### config.mk
export PLATFORM = sky130hd
export DESIGN_NAME = div_unit_top
export DESIGN_NICKNAME = d
export VERILOG_FILES = /design/src/hdl/div_op_pkg.sv /design/src/hdl/div_bus_pkg.sv /design/src/hdl/div_core.sv /design/src/hdl/div_wb_regs.sv /design/src/hdl/div_unit_top.sv
export VERILOG_INCLUDE_DIRS = /design/src /design/src/hdl
export SDC_FILE = /design/constraint.sdc
export NUM_CORES = 2
export LEC_CHECK = 0
export BUFFER_PORTS_ARGS = -buffer_cell sky130_fd_sc_hd__buf_2
export CORE_MARGIN = 5
export CORE_UTILIZATION = 40
export CTS_CLUSTER_DIAMETER = 150
export DETAILED_ROUTE_END_ITERATION = 12
export SYNTH_ARGS = -nofsm -noshare
export SYNTH_HDL_FRONTEND = slang
export SYNTH_HIERARCHICAL = 1
export SYNTH_SLANG_ARGS = --single-unit
### constraint.sdc
create_clock -name clk -period 18.4 [get_ports clk]
set_clock_uncertainty 0.1 [all_clocks]
set_input_delay 2.76 -clock clk [delete_from_list [all_inputs] [get_ports clk]]
set_output_delay 2.76 -clock clk [all_outputs]
set_load 0.02 [all_outputs]
### src/hdl/div_defs.svh
`ifndef DIV_DEFS_SVH
`define DIV_DEFS_SVH

// integer register width of the core
`define DIV_XLEN 64

// byte address width of the register window
// four 64-bit registers, 8 bytes apart
`define DIV_ADR_W 6

// last divider counter value
// load step at 0, then 65 shift steps
`define DIV_ITER_LAST 66

// register byte offsets
`define DIV_REG_OPA    6'h00
`define DIV_REG_OPB    6'h08
`define DIV_REG_CTRL   6'h10
`define DIV_REG_RESULT 6'h18

`endif

### src/hdl/div_op_pkg.sv
`include "div_defs.svh"

package div_op_pkg;

    // M-extension divide operations
    // bit 0 unsigned, bit 1 remainder, bit 2 32-bit word form
    typedef enum logic [2:0] {
        DIV   = 3'd0,
        DIVU  = 3'd1,
        REM   = 3'd2,
        REMU  = 3'd3,
        DIVW  = 3'd4,
        DIVUW = 3'd5,
        REMW  = 3'd6,
        REMUW = 3'd7
    } div_op_e;

    // operands handed to the divider core
    typedef struct packed {
        logic                 is_signed;
        logic                 is_word;
        logic [`DIV_XLEN-1:0] dividend;
        logic [`DIV_XLEN-1:0] divisor;
    } div_req_t;

    // core result word
    // written as one raw word, read back as remainder and quotient
    typedef union packed {
        logic [2*`DIV_XLEN-1:0] raw;
        struct packed {
            logic [`DIV_XLEN-1:0] rem;
            logic [`DIV_XLEN-1:0] quot;
        } parts;
    } div_result_u;

endpackage

### src/hdl/div_bus_pkg.sv
`include "div_defs.svh"

package div_bus_pkg;

    // Wishbone classic master to slave
    // cyc and stb held high until ack is seen
    typedef struct packed {
        logic                  cyc;
        logic                  stb;
        logic                  we;
        // byte address inside the register window
        logic [`DIV_ADR_W-1:0] adr;
        // whole-word write data, no byte select
        logic [`DIV_XLEN-1:0]  dat_w;
    } wb_req_t;

    // Wishbone classic slave to master
    typedef struct packed {
        // single-cycle acknowledge
        logic                 ack;
        // read data, valid with ack
        logic [`DIV_XLEN-1:0] dat_r;
    } wb_rsp_t;

endpackage

### src/hdl/div_core.sv
`include "div_defs.svh"

module div_core (
    input  logic                    clk,
    input  logic                    rst,
    input  logic                    valid,
    input  div_op_pkg::div_req_t    req,
    output logic                    ready,
    output div_op_pkg::div_result_u result
);

    // one extra bit so unsigned 64-bit operands stay positive
    localparam int W = `DIV_XLEN + 1;
    localparam int HALF = `DIV_XLEN / 2;
    localparam int CNT_W = $clog2(`DIV_ITER_LAST + 1);
    localparam logic [CNT_W-1:0] CNT_LAST = CNT_W'(`DIV_ITER_LAST);

    // sign or zero extension of one operand to the 65-bit datapath
    function automatic logic [W-1:0] extend(
        input logic [`DIV_XLEN-1:0] value,
        input logic                 sgn,
        input logic                 word
    );
        logic fill;
        fill = sgn & (word ? value[HALF-1] : value[`DIV_XLEN-1]);
        if (word) begin
            return {{(W-HALF){fill}}, value[HALF-1:0]};
        end
        return {fill, value};
    endfunction

    // step counter, 0 is the load step
    logic [CNT_W-1:0] cnt;
    // dividend sign and extended divisor, captured on the load step
    logic             opa_sign;
    logic [W-1:0]     opb_q;
    // partial remainder and shared dividend / quotient shifter
    logic [W-1:0]     rem_q;
    logic [W-1:0]     quot_q;

    logic [W-1:0]     ext_a;
    logic [W-1:0]     ext_b;
    logic             load;
    logic             sub;
    logic [W-1:0]     shifted;
    logic [W-1:0]     partial;

    logic [W-1:0]     min_neg;
    logic             div_zero;
    logic             overflow;
    logic             special;
    logic [2*`DIV_XLEN-1:0] special_word;

    logic             rem_nz;
    logic             fix;
    logic [W-1:0]     rem_corr;
    logic [W-1:0]     rem_fix;
    logic [W-1:0]     quot_raw;
    logic [W-1:0]     quot_fix;

    assign ext_a = extend(req.dividend, req.is_signed, req.is_word);
    assign ext_b = extend(req.divisor, req.is_signed, req.is_word);
    assign load  = (cnt == '0);

    // subtract when partial remainder and divisor agree in sign
    // same decision doubles as the quotient digit of this step
    assign sub     = (rem_q[W-1] == opb_q[W-1]);
    // next dividend bit enters from the top of the shifter
    assign shifted = {rem_q[W-2:0], quot_q[W-1]};
    // wraps on the shift, true result always fits 65 bits
    assign partial = sub ? shifted - opb_q : shifted + opb_q;

    // most negative value, as seen after extension
    assign min_neg = req.is_word ? {{(W-HALF+1){1'b1}}, {(HALF-1){1'b0}}}
                                 : {2'b11, {(W-2){1'b0}}};

    // special cases only looked at in the request cycle
    assign div_zero = (ext_b == '0);
    // all ones at 65 bits only happens for signed -1
    assign overflow = (ext_a == min_neg) & (&ext_b);
    assign special  = load & (div_zero | overflow);

    // x/0 gives quot all ones, rem x
    // min/-1 gives quot min, rem 0
    assign special_word = div_zero ? {ext_a[`DIV_XLEN-1:0], {`DIV_XLEN{1'b1}}}
                                   : {{`DIV_XLEN{1'b0}}, ext_a[`DIV_XLEN-1:0]};

    // digits are +1/-1, so quotient is 2p - 2^65 + 1
    assign quot_raw = {quot_q[W-2:0], 1'b1};

    // one more step toward zero for the remainder
    assign rem_corr = sub ? rem_q - opb_q : rem_q + opb_q;
    assign rem_nz   = |rem_q;
    // wrong sign, or remainder equal to -|divisor| on an exact multiple
    assign fix = rem_nz & ((rem_q[W-1] ^ opa_sign) | (rem_corr == '0));

    assign rem_fix  = fix ? rem_corr : rem_q;
    always_comb begin
        quot_fix = quot_raw;
        if (fix) begin
            quot_fix = sub ? quot_raw + W'(1) : quot_raw - W'(1);
        end
    end

    assign ready = valid & (special | (cnt == CNT_LAST));

    assign result.raw = special ? special_word
                                : {rem_fix[`DIV_XLEN-1:0], quot_fix[`DIV_XLEN-1:0]};

    always_ff @(posedge clk) begin
        if (rst) begin
            cnt    <= '0;
            rem_q  <= '0;
            quot_q <= '0;
        end else if (valid) begin
            if (ready) begin
                // done, back to idle for the next request
                cnt    <= '0;
                rem_q  <= '0;
                quot_q <= '0;
            end else if (load) begin
                cnt    <= cnt + 1'b1;
                // high half starts as the sign of the dividend
                rem_q  <= {W{ext_a[W-1]}};
                quot_q <= ext_a;
            end else begin
                cnt    <= cnt + 1'b1;
                rem_q  <= partial;
                quot_q <= {quot_q[W-2:0], sub};
            end
        end
    end

    // operands frozen for the iterations
    always_ff @(posedge clk) begin
        if (valid && load) begin
            opa_sign <= ext_a[W-1];
            opb_q    <= ext_b;
        end
    end

endmodule

### src/hdl/div_wb_regs.sv
`include "div_defs.svh"

module div_wb_regs (
    input  logic                    clk,
    input  logic                    rst,
    input  div_bus_pkg::wb_req_t    wb_req,
    output div_bus_pkg::wb_rsp_t    wb_rsp,
    output logic                    div_valid,
    output div_op_pkg::div_req_t    div_req,
    input  logic                    div_ready,
    input  div_op_pkg::div_result_u div_result
);

    localparam int HALF = `DIV_XLEN / 2;

    // programmer visible registers
    logic [`DIV_XLEN-1:0] opa;
    logic [`DIV_XLEN-1:0] opb;
    div_op_pkg::div_op_e  op;
    logic [`DIV_XLEN-1:0] result_q;

    // request to the core, frozen at the CTRL write
    div_op_pkg::div_req_t req_q;
    // divide in flight
    logic                 busy;

    // bus handshake state
    logic                 ack_q;
    logic                 served;
    logic [`DIV_XLEN-1:0] dat_r_q;

    logic                 cycle;
    logic                 hit_opa;
    logic                 hit_opb;
    logic                 hit_ctrl;
    logic                 hit_res;
    logic                 stall;
    logic                 take;
    logic                 done;
    logic [`DIV_XLEN-1:0] rd_data;
    logic [`DIV_XLEN-1:0] sel_word;
    logic [`DIV_XLEN-1:0] fmt_word;

    assign cycle    = wb_req.cyc & wb_req.stb;
    assign hit_opa  = (wb_req.adr == `DIV_REG_OPA);
    assign hit_opb  = (wb_req.adr == `DIV_REG_OPB);
    assign hit_ctrl = (wb_req.adr == `DIV_REG_CTRL);
    assign hit_res  = (wb_req.adr == `DIV_REG_RESULT);

    // new start or result read has to wait for the running divide
    assign stall = busy & ((wb_req.we & hit_ctrl) | (~wb_req.we & hit_res));
    // one ack per strobe, then wait for stb to fall
    assign take  = cycle & ~served & ~stall;
    assign done  = busy & div_ready;

    // read mux, unmapped offsets read zero
    always_comb begin
        rd_data = '0;
        if (hit_opa) begin
            rd_data = opa;
        end else if (hit_opb) begin
            rd_data = opb;
        end else if (hit_ctrl) begin
            rd_data = {{(`DIV_XLEN-3){1'b0}}, op};
        end else if (hit_res) begin
            rd_data = result_q;
        end
    end

    // op bit 1 picks remainder, bit 2 sign-extends the low word
    assign sel_word = op[1] ? div_result.parts.rem : div_result.parts.quot;
    assign fmt_word = op[2] ? {{HALF{sel_word[HALF-1]}}, sel_word[HALF-1:0]} : sel_word;

    always_ff @(posedge clk) begin
        if (rst) begin
            ack_q    <= 1'b0;
            served   <= 1'b0;
            busy     <= 1'b0;
            opa      <= '0;
            opb      <= '0;
            op       <= div_op_pkg::DIV;
            result_q <= '0;
        end else begin
            ack_q <= take;
            if (take) begin
                served <= 1'b1;
            end else if (!cycle) begin
                served <= 1'b0;
            end
            // core handshake, ready drops valid on this edge
            if (done) begin
                busy     <= 1'b0;
                result_q <= fmt_word;
            end
            if (take && wb_req.we) begin
                if (hit_opa) begin
                    opa <= wb_req.dat_w;
                end
                if (hit_opb) begin
                    opb <= wb_req.dat_w;
                end
                // never taken while busy, so no clash with done
                if (hit_ctrl) begin
                    op   <= div_op_pkg::div_op_e'(wb_req.dat_w[2:0]);
                    busy <= 1'b1;
                end
            end
        end
    end

    always_ff @(posedge clk) begin
        if (take && !wb_req.we) begin
            dat_r_q <= rd_data;
        end
        // operands may change afterwards without touching the core
        if (take && wb_req.we && hit_ctrl) begin
            req_q.is_signed <= ~wb_req.dat_w[0];
            req_q.is_word   <= wb_req.dat_w[2];
            req_q.dividend  <= opa;
            req_q.divisor   <= opb;
        end
    end

    assign div_valid    = busy;
    assign div_req      = req_q;
    assign wb_rsp.ack   = ack_q;
    assign wb_rsp.dat_r = dat_r_q;

endmodule

### src/hdl/div_unit_top.sv
module div_unit_top (
    input  logic                 clk,
    input  logic                 rst,
    input  div_bus_pkg::wb_req_t wb_req,
    output div_bus_pkg::wb_rsp_t wb_rsp
);

    // register block to core handshake
    logic                    div_valid;
    logic                    div_ready;
    div_op_pkg::div_req_t    div_req;
    // raw word from the core, split again in the register block
    div_op_pkg::div_result_u div_result;

    // bus side, operands, start and result formatting
    div_wb_regs div_wb_regs_inst (
        .clk        (clk),
        .rst        (rst),
        .wb_req     (wb_req),
        .wb_rsp     (wb_rsp),
        .div_valid  (div_valid),
        .div_req    (div_req),
        .div_ready  (div_ready),
        .div_result (div_result)
    );

    // iterative divider
    div_core div_core_inst (
        .clk    (clk),
        .rst    (rst),
        .valid  (div_valid),
        .req    (div_req),
        .ready  (div_ready),
        .result (div_result)
    );

endmodule

==> flow_summary.toml <==
[status]
outcome = "finished clean"

[final_layout]
fin_area_um2 = 42400
drive_gt1_share_pct = 10.8
nets = 4509
mostFrequentLayoutCell = "nand2_1"
final_cell_mix = "554 x nand2_1, 399 x a21oi_1, 333 x dfxtp_1"
antenna_cells = 0
syn2layout_area_growth_pct = 9.76

[synth]
ys_ff_latch = 595
synth_flop_cell = "dfxtp_1"
seq_area_frac_synth_pct = 37.6
synth_cell_types = 101
yosysWarningCount = 6
synth_edf_count = 260
postSynthAreaPerCell_um2 = 8.69
syn_area_um2 = 38600
synthCells = 4449
async_reset_ff_share_pct = 0
syn_nets = 4565

[flow_run]
drv_cap = 0

[route]
detail-route-antenna-nets = 0
drt_first_iter_violations = 3339
dr_total_vias = 33516
dr.pass1.iters = 6
wl_per_cell_um = 22.7
drc_errors = 0
routed_wl_um = 130000
routed_via_density = 5.86

[floorplan]
die_w_um = 321
core-area_um2 = 96300
initial_core_util_pct = 40.1
rows = 114
die_y_um = 321
ioPinCount = 140
dieArea_um2 = 103000

[power]
ir_worst_vdd_v = 0.000104
power_leakage_nw = 14.5
p_per_area_nw_per_um2 = 68.1

[worst_setup_path]
crit_slowest_cell = "or4_1"
cp_top_family = "simple AND/OR/NAND/NOR gates"
worstPathMaxFanout = 36
cp_data_arrival_time_ns = 10.61
crit_required_ns = 18.75
end_kind = "flop"
cp-start-kind = "flop"
cpPeakStageDelay_ns = 0.88
cp_num_buf_inv = 2
critPathKind = "reg -> reg"

[cts]
cts_tree = "done"
htree_levels = 3
clk_latency_ns = 0.62
cts_buffers = 66
clk_pin_slew_worst_paths_ns = 0.06
ctsHoldBuffers = 0
cts_setup_buffers = 0
ctsResizeCount = 0
clock_path_buffers = 3
cts_root_buffer = "clkbuf_16"
clock_sinks = 595

[grt]
grt-ovfl-total = 0
grt_pass1_vias = 31568
antenna_found_initial = 2
grtUsageTotal_pct = 24.2
grt_max_degree = 191
grt_pass1_wl_um = 197000

[timing]
finalSetupTns_ns = 0
fmax_ghz = 0.0975
slew_violations = 0
hold_ws_ns = 0.355
fin_crit_sh_pct = 55.7
fin_crit_ns = 10.26
relSlewSlack_pct = 22.7
worst_pin_slew_ns = 1.16
rsz0062_at_grt = "no"
setup-violations-final = 0
hold_viol = 0

[place]
place_congestion = 0.960
place_area_um2 = 40100
io_buffers = 139
hpwl_um = 92600

[worst_hold_path]
hp-class = "reg -> reg"
[through the flow]
step	worst slack (ns)	instances	util, %	total power, mW
2_1_floorplan	9.66	4449	-	1.45
3_3_place_gp	8.46	5601	41.6	1.47
3_5_place_dp	8.37	5601	41.6	1.47
4_1_cts	8.32	5723	44.1	2.91
5_1_grt	7.52	5723	44.1	2.98
6_report	8.14	5723	44.1	2.89
[state kept, by name (all words and copies together), names as in the netlist]
name	cells
div_wb_regs_inst/div_valid	1
div_core_inst/opb_q	65
div_wb_regs_inst/op	3
div_core_inst/cnt	7
div_wb_regs_inst/opa	64
div_wb_regs_inst/served	1
div_wb_regs_inst/result_q	64
div_core_inst/quot_q	65
div_wb_regs_inst/dat_r_q	64
div_core_inst/rem_q	65
div_wb_regs_inst/ack_q	1
div_wb_regs_inst/div_req	130
div_wb_regs_inst/opb	64
div_core_inst/opa_sign	1
[routing by layer]
| layer | track usage [%] | up-vias | part of all wire [%] |
|---|---|---|---|
| met5 | 0 | - | 0.010 |
| met4 | 6.71 | 2 | 2.9 |
| met3 | 4.13 | 209 | 8.1 |
| met2 | 36.7 | 1387 | 43 |
| met1 | 35.6 | 16136 | 46 |
| li1 | - | 15782 | - |
[worst reg2reg max path, delay by kind of cell (launching register included)]
kind	cells	cell delay, ns
and+or+nand+nor	14	5.07
AOI/OAI and AO/OA	11	2.68
adders and majority gates	2	0.54
buffers and inverters	2	0.52
DFF	1	0.48
xor gates and xnor gates	2	0.39
muxes	1	0.32
[logic make-up (layout without fill, tap and decap cells)]
family,count (synthesis),count (layout),synth area share [%]
AO/OA/AOI/OAI,1037,1037,16.6
XOR/XNOR,389,389,9.83
adder cells (fa/ha/maj),118,118,3.36
buffers and inverters,423,421,4.59
flip-flops,595,595,37.6
multiplexers,284,284,7.46
AND/OR/NAND/NOR,1603,1603,20.6
[power breakdown]
group	internal, mW	total, mW	switching (mW)
registers	1.37	1.37	0.00170
logic	0.0241	0.0716	0.0475
clock network	0.848	1.44	0.596
total	2.24	2.89	0.645
[cell usage after synthesis, types with 14 or more instances]
library cell  count  area, um2
nand2b_1        220       1380
maj3_1           76        761
nor3_1           65        325
mux2i_1         279       2790
nor4_1           88        551
xnor2_1         260       2280
xnor3_1          17        383
o22ai_1          41        257
nand3_1          85        425
or2_2           103        644
nand4_1          48        300
or4_1            14        105
o21a_1           14        105
inv_1           104        390
clkbuf_1        253        950
buf_2            32        160
o21ai_0         227       1140
and2_1           33        206
ha_1             39        488
a21o_1           21        158
nor2_1          279       1050
nand2_1         555       2080
and3_1           31        194
a21oi_1         400       2000
o211ai_1         18        135
o31ai_1          15        113
xor2_1           97        850
dfxtp_1         335       6710
buf_1            17       63.8
o21bai_1         19        143
or3_1            17        106
edfxtp_1        260       7810
o2111ai_1        38        333
a31oi_1          39        244
a211oi_1         78        586
[path summary, 6_finish.rpt]
path / from / to / slack, ns / cells after the start
worst max-delay path: div_core_inst/opb_q[0]$_DFFE_PP_ / div_wb_regs_inst/result_q[53]$_SDFFE_PP0P_ / 8.14 / 32
worst min-delay path: div_wb_regs_inst/opb[19]$_SDFFE_PP0P_ / div_wb_regs_inst/div_req[19]$_DFFE_PP_ / 0.36 / 0
worst max register to register: div_core_inst/opb_q[0]$_DFFE_PP_ / div_wb_regs_inst/result_q[53]$_SDFFE_PP0P_ / 8.14 / 32
worst min register to register: div_wb_regs_inst/opb[19]$_SDFFE_PP0P_ / div_wb_regs_inst/div_req[19]$_DFFE_PP_ / 0.36 / 0
[area by class of cell]
cell class	instances	area (um2)
fill	9377	53900
multi-input combinational	3431	22400
sequential	595	14500
clock buffer	80	1750
tap	1276	1600
timing repair buffer	194	1120
clock inverter	42	594
inverter	105	399
No activity file was read; power rests on OpenSTA's default activity.
